===== src/design/isa_types_pkg.sv =====
package isa_types_pkg;

    // ----------------------------------------
    // Core widths
    // ----------------------------------------

    // Address and data width
    localparam int XLEN = 32;

    // Register file sizes
    localparam int ARCH_REG_NUM = 32;
    localparam int PHY_REG_NUM  = 64;

    // ----------------------------------------
    // Register and address types
    // ----------------------------------------

    // Architectural register number
    typedef logic [$clog2(ARCH_REG_NUM)-1:0] arch_reg_t;

    // Physical register tag
    typedef logic [$clog2(PHY_REG_NUM)-1:0] tag_t;

    // Fetch or branch target address
    typedef logic [XLEN-1:0] addr_t;

endpackage


===== src/design/rob_pkg.sv =====
package rob_pkg;
    import isa_types_pkg::*;

    // Index width, caps the buffer at 32 entries
    localparam int ROB_IDX_W = 5;

    typedef logic [ROB_IDX_W-1:0] rob_idx_t;

    // ----------------------------------------
    // Dispatch and broadcast
    // ----------------------------------------

    // One dispatched instruction
    typedef struct packed {
        arch_reg_t rd;
        tag_t      tag;
        // Previous mapping of rd, freed at retire
        tag_t      tag_old;
        logic      br_predict;
    } dp_slot_t;

    // One completion channel
    typedef struct packed {
        logic     valid;
        rob_idx_t rob_idx;
        logic     br_result;
        addr_t    br_target;
    } cdb_t;

    // ----------------------------------------
    // Storage and retire
    // ----------------------------------------

    // Stored entry
    typedef struct packed {
        logic      valid;
        logic      complete;
        arch_reg_t rd;
        tag_t      tag;
        tag_t      tag_old;
        logic      br_predict;
        logic      br_result;
        addr_t     br_target;
    } rob_entry_t;

    // Map table and free list update, one per retire slot
    typedef struct packed {
        logic      wr_en;
        arch_reg_t arch_reg;
        tag_t      tag;
        tag_t      tag_old;
    } retire_t;

endpackage


===== src/design/rob_pointers.sv =====
`timescale 1ns/1ns

module rob_pointers import rob_pkg::*; #(
    parameter int  ENTRY_NUM = 8,
    parameter int  DP_NUM    = 2,
    parameter int  RT_NUM    = 2,
    localparam int DP_CNT_W  = $clog2(DP_NUM + 1),
    localparam int RT_CNT_W  = $clog2(RT_NUM + 1)
) (
    input  logic                       clk_i,
    input  logic                       rst_i,
    input  logic                       exception_i,
    input  logic                       flush_i,
    input  logic     [DP_CNT_W-1:0]    dp_num_i,
    input  logic     [RT_CNT_W-1:0]    rt_num_i,
    output rob_idx_t                   head_o,
    output rob_idx_t                   tail_o,
    output logic     [DP_CNT_W-1:0]    avail_o,
    output rob_idx_t [DP_NUM-1:0]      rob_idx_o
);

    // Wrap flags, toggled each time a pointer passes the last entry
    logic head_wrap;
    logic tail_wrap;

    // Unwrapped pointer sums
    int head_sum;
    int tail_sum;

    // Free entries and capped credit
    int free_cnt;
    int credit;

    // ----------------------------------------
    // Next pointers and credit
    // ----------------------------------------
    always_comb begin
        head_sum = int'(head_o) + int'(rt_num_i);
        tail_sum = int'(tail_o) + int'(dp_num_i);

        // Equal flags: tail is ahead of head in the same lap
        if (head_wrap == tail_wrap) begin
            free_cnt = ENTRY_NUM - (int'(tail_o) - int'(head_o));
        end else begin
            free_cnt = int'(head_o) - int'(tail_o);
        end

        // Entries retiring now count as free for this dispatch
        credit = free_cnt + int'(rt_num_i);
        if (credit > DP_NUM) begin
            credit = DP_NUM;
        end
        avail_o = DP_CNT_W'(credit);
    end

    // Consecutive indices for the dispatch slots
    always_comb begin
        int slot_idx;
        for (int k = 0; k < DP_NUM; k++) begin
            slot_idx = int'(tail_o) + k;
            if (slot_idx >= ENTRY_NUM) begin
                slot_idx = slot_idx - ENTRY_NUM;
            end
            rob_idx_o[k] = rob_idx_t'(slot_idx);
        end
    end

    // ----------------------------------------
    // Pointer registers
    // ----------------------------------------
    always_ff @(posedge clk_i) begin
        // Either flush empties the buffer
        if (rst_i || exception_i || flush_i) begin
            head_o    <= '0;
            tail_o    <= '0;
            head_wrap <= 1'b0;
            tail_wrap <= 1'b0;
        end else begin
            if (head_sum >= ENTRY_NUM) begin
                head_o    <= rob_idx_t'(head_sum - ENTRY_NUM);
                head_wrap <= ~head_wrap;
            end else begin
                head_o <= rob_idx_t'(head_sum);
            end

            if (tail_sum >= ENTRY_NUM) begin
                tail_o    <= rob_idx_t'(tail_sum - ENTRY_NUM);
                tail_wrap <= ~tail_wrap;
            end else begin
                tail_o <= rob_idx_t'(tail_sum);
            end
        end
    end

endmodule


===== src/design/rob_entry_array.sv =====
`timescale 1ns/1ns

module rob_entry_array import isa_types_pkg::*; import rob_pkg::*; #(
    parameter int  ENTRY_NUM = 8,
    parameter int  DP_NUM    = 2,
    parameter int  CDB_NUM   = 2,
    localparam int DP_CNT_W  = $clog2(DP_NUM + 1)
) (
    input  logic                          clk_i,
    input  logic                          rst_i,
    input  logic                          exception_i,
    input  logic                          flush_i,
    input  rob_idx_t                      tail_i,
    input  logic       [DP_CNT_W-1:0]     dp_num_i,
    input  dp_slot_t   [DP_NUM-1:0]       dp_slot_i,
    input  cdb_t       [CDB_NUM-1:0]      cdb_i,
    input  logic       [ENTRY_NUM-1:0]    rt_sel_i,
    output rob_entry_t [ENTRY_NUM-1:0]    entries_o
);

    // Dispatch select and new entry contents
    logic       [ENTRY_NUM-1:0] dp_sel;
    rob_entry_t [ENTRY_NUM-1:0] dp_entry;

    // Completion hit and winning channel data
    logic       [ENTRY_NUM-1:0] cp_sel;
    logic       [ENTRY_NUM-1:0] cp_result;
    addr_t      [ENTRY_NUM-1:0] cp_target;

    // ----------------------------------------
    // Dispatch mask
    // ----------------------------------------
    always_comb begin
        int offset;
        for (int e = 0; e < ENTRY_NUM; e++) begin
            // Distance from tail, wrapped
            offset = e - int'(tail_i);
            if (offset < 0) begin
                offset = offset + ENTRY_NUM;
            end
            dp_sel[e] = (offset < int'(dp_num_i));

            // New entry: valid, not yet complete
            dp_entry[e]       = '0;
            dp_entry[e].valid = 1'b1;
            if (offset < DP_NUM) begin
                dp_entry[e].rd         = dp_slot_i[offset].rd;
                dp_entry[e].tag        = dp_slot_i[offset].tag;
                dp_entry[e].tag_old    = dp_slot_i[offset].tag_old;
                dp_entry[e].br_predict = dp_slot_i[offset].br_predict;
            end
        end
    end

    // ----------------------------------------
    // Broadcast match
    // ----------------------------------------
    always_comb begin
        for (int e = 0; e < ENTRY_NUM; e++) begin
            cp_sel[e]    = 1'b0;
            cp_result[e] = 1'b0;
            cp_target[e] = '0;
            // Later channel overrides, highest number wins
            for (int c = 0; c < CDB_NUM; c++) begin
                if (cdb_i[c].valid && (int'(cdb_i[c].rob_idx) == e)) begin
                    cp_sel[e]    = 1'b1;
                    cp_result[e] = cdb_i[c].br_result;
                    cp_target[e] = cdb_i[c].br_target;
                end
            end
        end
    end

    // ----------------------------------------
    // Entry update
    // ----------------------------------------
    always_ff @(posedge clk_i) begin
        for (int e = 0; e < ENTRY_NUM; e++) begin
            if (rst_i || exception_i || flush_i) begin
                entries_o[e] <= '0;
            end else if (dp_sel[e]) begin
                entries_o[e] <= dp_entry[e];
            end else if (rt_sel_i[e]) begin
                entries_o[e] <= '0;
            end else if (cp_sel[e] && entries_o[e].valid) begin
                // Stale broadcast to an empty slot is dropped
                entries_o[e].complete  <= 1'b1;
                entries_o[e].br_result <= cp_result[e];
                entries_o[e].br_target <= cp_target[e];
            end
        end
    end

endmodule


===== src/design/rob_retire_select.sv =====
`timescale 1ns/1ns

module rob_retire_select import isa_types_pkg::*; import rob_pkg::*; #(
    parameter int  ENTRY_NUM = 8,
    parameter int  RT_NUM    = 2,
    localparam int RT_CNT_W  = $clog2(RT_NUM + 1)
) (
    input  rob_idx_t                      head_i,
    input  rob_entry_t [ENTRY_NUM-1:0]    entries_i,
    output logic       [ENTRY_NUM-1:0]    rt_sel_o,
    output logic       [RT_CNT_W-1:0]     rt_num_o,
    output retire_t    [RT_NUM-1:0]       retire_o,
    output logic                          br_mis_valid_o,
    output addr_t                         br_target_o
);

    // ----------------------------------------
    // Retire chain from head
    // ----------------------------------------
    always_comb begin
        int         idx;
        logic       chain;
        logic       ready;
        rob_entry_t ent;

        rt_sel_o       = '0;
        rt_num_o       = '0;
        br_mis_valid_o = 1'b0;
        br_target_o    = '0;
        chain          = 1'b1;

        for (int k = 0; k < RT_NUM; k++) begin
            // Slot k looks at head + k, wrapped
            idx = int'(head_i) + k;
            if (idx >= ENTRY_NUM) begin
                idx = idx - ENTRY_NUM;
            end
            ent   = entries_i[idx];
            ready = chain && ent.valid && ent.complete;

            // Update data for map table and free list
            retire_o[k] = '0;
            if (ready) begin
                retire_o[k].wr_en    = 1'b1;
                retire_o[k].arch_reg = ent.rd;
                retire_o[k].tag      = ent.tag;
                retire_o[k].tag_old  = ent.tag_old;
                rt_sel_o[idx]        = 1'b1;
                rt_num_o             = rt_num_o + RT_CNT_W'(1);

                // Mispredict ends the chain and flushes
                if (ent.br_predict != ent.br_result) begin
                    br_mis_valid_o = 1'b1;
                    br_target_o    = ent.br_target;
                    chain          = 1'b0;
                end
            end else begin
                // Incomplete entry blocks everything behind it
                chain = 1'b0;
            end
        end
    end

endmodule


===== src/design/rob_top.sv =====
`timescale 1ns/1ns

module rob_top import isa_types_pkg::*; import rob_pkg::*; #(
    parameter int  ENTRY_NUM = 8,
    parameter int  DP_NUM    = 2,
    parameter int  CDB_NUM   = 2,
    parameter int  RT_NUM    = 2,
    localparam int DP_CNT_W  = $clog2(DP_NUM + 1),
    localparam int RT_CNT_W  = $clog2(RT_NUM + 1)
) (
    input  logic                         clk_i,
    input  logic                         rst_i,
    input  logic     [DP_CNT_W-1:0]      dp_num_i,
    input  dp_slot_t [DP_NUM-1:0]        dp_slot_i,
    output logic     [DP_CNT_W-1:0]      avail_o,
    output rob_idx_t [DP_NUM-1:0]        rob_idx_o,
    input  cdb_t     [CDB_NUM-1:0]       cdb_i,
    input  logic                         exception_i,
    output retire_t  [RT_NUM-1:0]        retire_o,
    output logic                         br_mis_valid_o,
    output addr_t                        br_target_o
);

    // ----------------------------------------
    // Internal wiring
    // ----------------------------------------
    rob_idx_t                   head;
    rob_idx_t                   tail;
    logic       [RT_CNT_W-1:0]  rt_num;
    logic       [ENTRY_NUM-1:0] rt_sel;
    rob_entry_t [ENTRY_NUM-1:0] entries;

    // Head, tail and dispatch credit
    rob_pointers #(
        .ENTRY_NUM  (ENTRY_NUM),
        .DP_NUM     (DP_NUM),
        .RT_NUM     (RT_NUM)
    ) rob_pointers_i (
        .clk_i       (clk_i),
        .rst_i       (rst_i),
        .exception_i (exception_i),
        .flush_i     (br_mis_valid_o),
        .dp_num_i    (dp_num_i),
        .rt_num_i    (rt_num),
        .head_o      (head),
        .tail_o      (tail),
        .avail_o     (avail_o),
        .rob_idx_o   (rob_idx_o)
    );

    // Entry storage
    rob_entry_array #(
        .ENTRY_NUM  (ENTRY_NUM),
        .DP_NUM     (DP_NUM),
        .CDB_NUM    (CDB_NUM)
    ) rob_entry_array_i (
        .clk_i       (clk_i),
        .rst_i       (rst_i),
        .exception_i (exception_i),
        .flush_i     (br_mis_valid_o),
        .tail_i      (tail),
        .dp_num_i    (dp_num_i),
        .dp_slot_i   (dp_slot_i),
        .cdb_i       (cdb_i),
        .rt_sel_i    (rt_sel),
        .entries_o   (entries)
    );

    // In-order retire and mispredict flush
    rob_retire_select #(
        .ENTRY_NUM  (ENTRY_NUM),
        .RT_NUM     (RT_NUM)
    ) rob_retire_select_i (
        .head_i         (head),
        .entries_i      (entries),
        .rt_sel_o       (rt_sel),
        .rt_num_o       (rt_num),
        .retire_o       (retire_o),
        .br_mis_valid_o (br_mis_valid_o),
        .br_target_o    (br_target_o)
    );

endmodule


===== config.mk =====
export PLATFORM = sky130hd
export DESIGN_NAME = rob_top
export DESIGN_NICKNAME = d
export VERILOG_FILES = /design/src/design/isa_types_pkg.sv /design/src/design/rob_pkg.sv /design/src/design/rob_pointers.sv /design/src/design/rob_entry_array.sv /design/src/design/rob_retire_select.sv /design/src/design/rob_top.sv
export SDC_FILE = /design/constraint.sdc
export NUM_CORES = 1
export LEC_CHECK = 0
export ABC_CLOCK_PERIOD_IN_PS = 6300
export BUFFER_PORTS_ARGS = -buffer_cell sky130_fd_sc_hd__clkbuf_2
export CORE_UTILIZATION = 29
export DETAILED_ROUTE_END_ITERATION = 6
export HOLD_SLACK_MARGIN = 0.02
export SLEW_MARGIN = 20
export SYNTH_ARGS = -nofsm -noshare
export SYNTH_HDL_FRONTEND = slang
export SYNTH_HIERARCHICAL = 1
export SYNTH_SLANG_ARGS = --single-unit

===== constraint.sdc =====
create_clock -name clk_i -period 6.3 [get_ports clk_i]
set_clock_uncertainty 0.15 [all_clocks]
set_input_delay 0.945 -clock clk_i [delete_from_list [all_inputs] [get_ports clk_i]]
set_output_delay 0.945 -clock clk_i [all_outputs]
set_load 0.005 [all_outputs]

==> flow_metrics.tcl <==
set metrics [dict create \
    drt_iter0_drc 3006 \
    route.final.wire_length_mm 114 \
    die_x_um 311 \
    grt_overflow 0 \
    drt-pass1-iter-count 7 \
    drive_above_1_share 0.222 \
    leakagePower_nw 11.1 \
    synth_seq_cells 436 \
    yosys.cell_count.top_type "dfxtp_1" \
    synth_area_leaders "dfxtp_1 32%, mux2i_1 12%, mux4_2 7.0%" \
    finalPower_mw 6.50 \
    critPathCaptureType "output port" \
    r2r_end "rob_entry_array_i/entries_o[120]" \
    ant_nets 0 \
    maxSlewViolCount 0 \
    clock_insertion_delay_worst_skew_ns 0.63 \
    startpoint "rob_pointers_i/head_o[0]" \
    fin_nets 3248 \
    antenna_found_initial 12 \
    grtUsageTotal 0.226 \
    rsz0062_at_grt "true" \
    status "finished, violations left" \
    hold_class "flip-flop to flip-flop" \
    clock-root-buffer "clkbuf_16" \
    rr_worst_depth 13 \
    die-area_um2 96800 \
    tightest_slew_ns 1.25 \
    routedWlPerCell_um 26.1 \
    nFillCells 9695 \
    ys.flop_type "dfxtp_1" \
    port_buffers 199 \
    rr_startpoint "rob_pointers_i/head_o[1]" \
    layout_setup_ws_ns 0.0729 \
    synth_top_area_cell "dfxtp_1" \
    cp.required_ns 5.20 \
    maxCapViolations 0 \
    yosysSeqAreaShare 0.315 \
    synth_area_um2 27700 \
    yosys.cell_types.count 99 \
    slew_headroom 0.142 \
    start_kind "flip-flop" \
    stdcell_area_um2 31600 \
    cts_tree "yes" \
    finalHoldViolCount 0 \
    fin_crit_ns 6.23 \
    synth_edf_count 0 \
    h-tree-depth 2 \
    postSynth.asyncResetShare 0 \
    ios 200 \
    synth_top_area_frac 0.315 \
    cts.clk_slew.worst_paths_ns 0.06 \
    cts.sinks 436 \
    cts_made_buffers 49 \
    vias 26092 \
    cts_buffer_depth 3 \
    synthCells 3051 \
    fmaxAchievable_mhz 161 \
    p_per_area_nw_per_um2 206 \
    hold_slack_ns 0.334 \
    fp-row-count 112 \
    gp_congestion 0.877 \
    preCtsSetupSlack_ns 0.231 \
    syn_to_final_growth_pct 14.1 \
    post_dp_cell_area_um2 29700 \
    syn_nets 3231 \
    die_h_um 311 \
    grt_first_pass_wirelength_mm 167 \
    avgSynthCellArea_um2 9.08 \
    hpwl_mm 69.8 \
    r2r_slack_ns 0.72 \
    grt_start_max_net_pins 68 \
    arrival_ns 5.13 \
    grt_pass1_vias 24389 \
    violations "DRC" \
    setup_viol 0 \
    core_area_um2 94000 \
    synth_warnings 6 \
    crit_end "avail_o[0]" \
    initial_utilization 0.295 \
    critPathMaxFanout 7 \
    crit_type "flip-flop to output port" \
    viasPerCell 5.97 \
    ir_drop_mv 0.226 \
    drc 1 \
    ys_top_cells_by_count "436 x dfxtp_1, 406 x nor2_1, 328 x mux2i_1, 250 x a211oi_1, 188 x nand2_1" \
    fin_crit_sh 0.988 \
]
-- cell usage in the layout (no fill, tap or decap), drive strengths merged, types with 86 or more instances in the layout --
| cell type | instances |
|---|---|
| a22o | 146 |
| mux2i | 328 |
| o22ai | 158 |
| dfxtp | 436 |
| a211oi | 287 |
| nor2 | 408 |
| a21oi | 91 |
| nand2 | 189 |
| clkbuf | 270 |
| buf | 104 |
| mux4 | 86 |
-- flip-flops by register name, summed over array words and instances, names as in the netlist --
name and count:
rob_pointers_i/head_o 5, rob_pointers_i/tail_o 5, rob_pointers_i/head_wrap 1, rob_pointers_i/tail_wrap 1, rob_entry_array_i/entries_o 424
-- how the worst min path moves through the flow --
stage                                        to  slack [ns]                             start  depth (start not counted)
4_1_cts        rob_entry_array_i/entries_o[315]        0.33  rob_entry_array_i/entries_o[315]                          2
3_5_place_dp   rob_entry_array_i/entries_o[315]        0.32  rob_entry_array_i/entries_o[315]                          2
3_3_place_gp   rob_entry_array_i/entries_o[315]        0.31  rob_entry_array_i/entries_o[315]                          2
6_report       rob_entry_array_i/entries_o[315]        0.33  rob_entry_array_i/entries_o[315]                          2
5_1_grt        rob_entry_array_i/entries_o[298]        0.35  rob_entry_array_i/entries_o[298]                          2
2_1_floorplan  rob_entry_array_i/entries_o[315]        0.30  rob_entry_array_i/entries_o[315]                          2
-- what timing repair did --
item	CTS	global route
endpoints found under the hold margin	0	0
resized for setup	10	22
pin swaps	5	17
gates cloned	0	0
setup buffers	6	4
hold buffers	0	0
setup endpoints to repair	2	2
-- worst max-delay path, cell delays in order, from the launching register on --
cell,delay (ns)
dfxtp_4,0.40
buf_8,0.15
mux4_2,0.33
nor2_2,0.03
or4_4,0.51
or3_4,0.41
inv_4,0.08
ha_4,0.14
ha_4,0.13
inv_2,0.04
fa_2,0.39
nor2_4,0.15
o311ai_4,0.13
or3_4,0.42
ha_4,0.27
nor4b_4,0.18
nand4_1,0.14
nor3_2,0.22
and2_1,0.15
a32o_1,0.15
buf_2,0.11
-- per-layer routing --
| layer | global-route usage | vias up | wire (um) |
|---|---|---|---|
| li1 | - | 11543 | - |
| met1 | 0.306 | 12656 | 47300 |
| met2 | 0.345 | 1608 | 50200 |
| met3 | 0.0553 | 271 | 13000 |
| met4 | 0.0787 | 14 | 3580 |
| met5 | 0 | - | 89 |
-- layout make-up --
class                   instances  area (um2)  area share
multi-input cells            2236       17600       0.558
well taps                    1254        1570      0.0497
clock buffers                  72        1410      0.0447
flip-flops and latches        436        8750       0.277
diodes                          6        15.0    0.000475
repair buffers                302        1840      0.0583
inverters                      43         169     0.00535
clock inverters                19         220     0.00697
-- cell families (layout without fill, tap and decap cells) --
family	after synthesis	in the layout	share of synthesized area
flops	436	436	0.315
other cells	0	6	0
buf+inv	379	436	0.0614
compound gates	888	888	0.247
simple gates	787	787	0.126
fa+ha+maj	61	61	0.0289
xor+xnor	32	32	0.0112
mux	468	468	0.210
-- stage by stage --
stage               std cells  TNS [ns]  utilization
global route             4367    -0.103        0.336
CTS                      4358         0        0.334
detailed placement       4261         0        0.316
finish                   4368         0        0.336
floorplan                3051         0            -
global placement         4261         0        0.316
-- report_power, final --
| group | switching (mW) | total (mW) | leakage, nW | internal (mW) |
|---|---|---|---|---|
| Combinational | 0.470 | 0.691 | 6.82 | 0.221 |
| Clock | 1.31 | 2.99 | 0.800 | 1.69 |
| Sequential | 0.0259 | 2.81 | 3.52 | 2.79 |
Note: power is estimated with default switching activity, not from simulation.
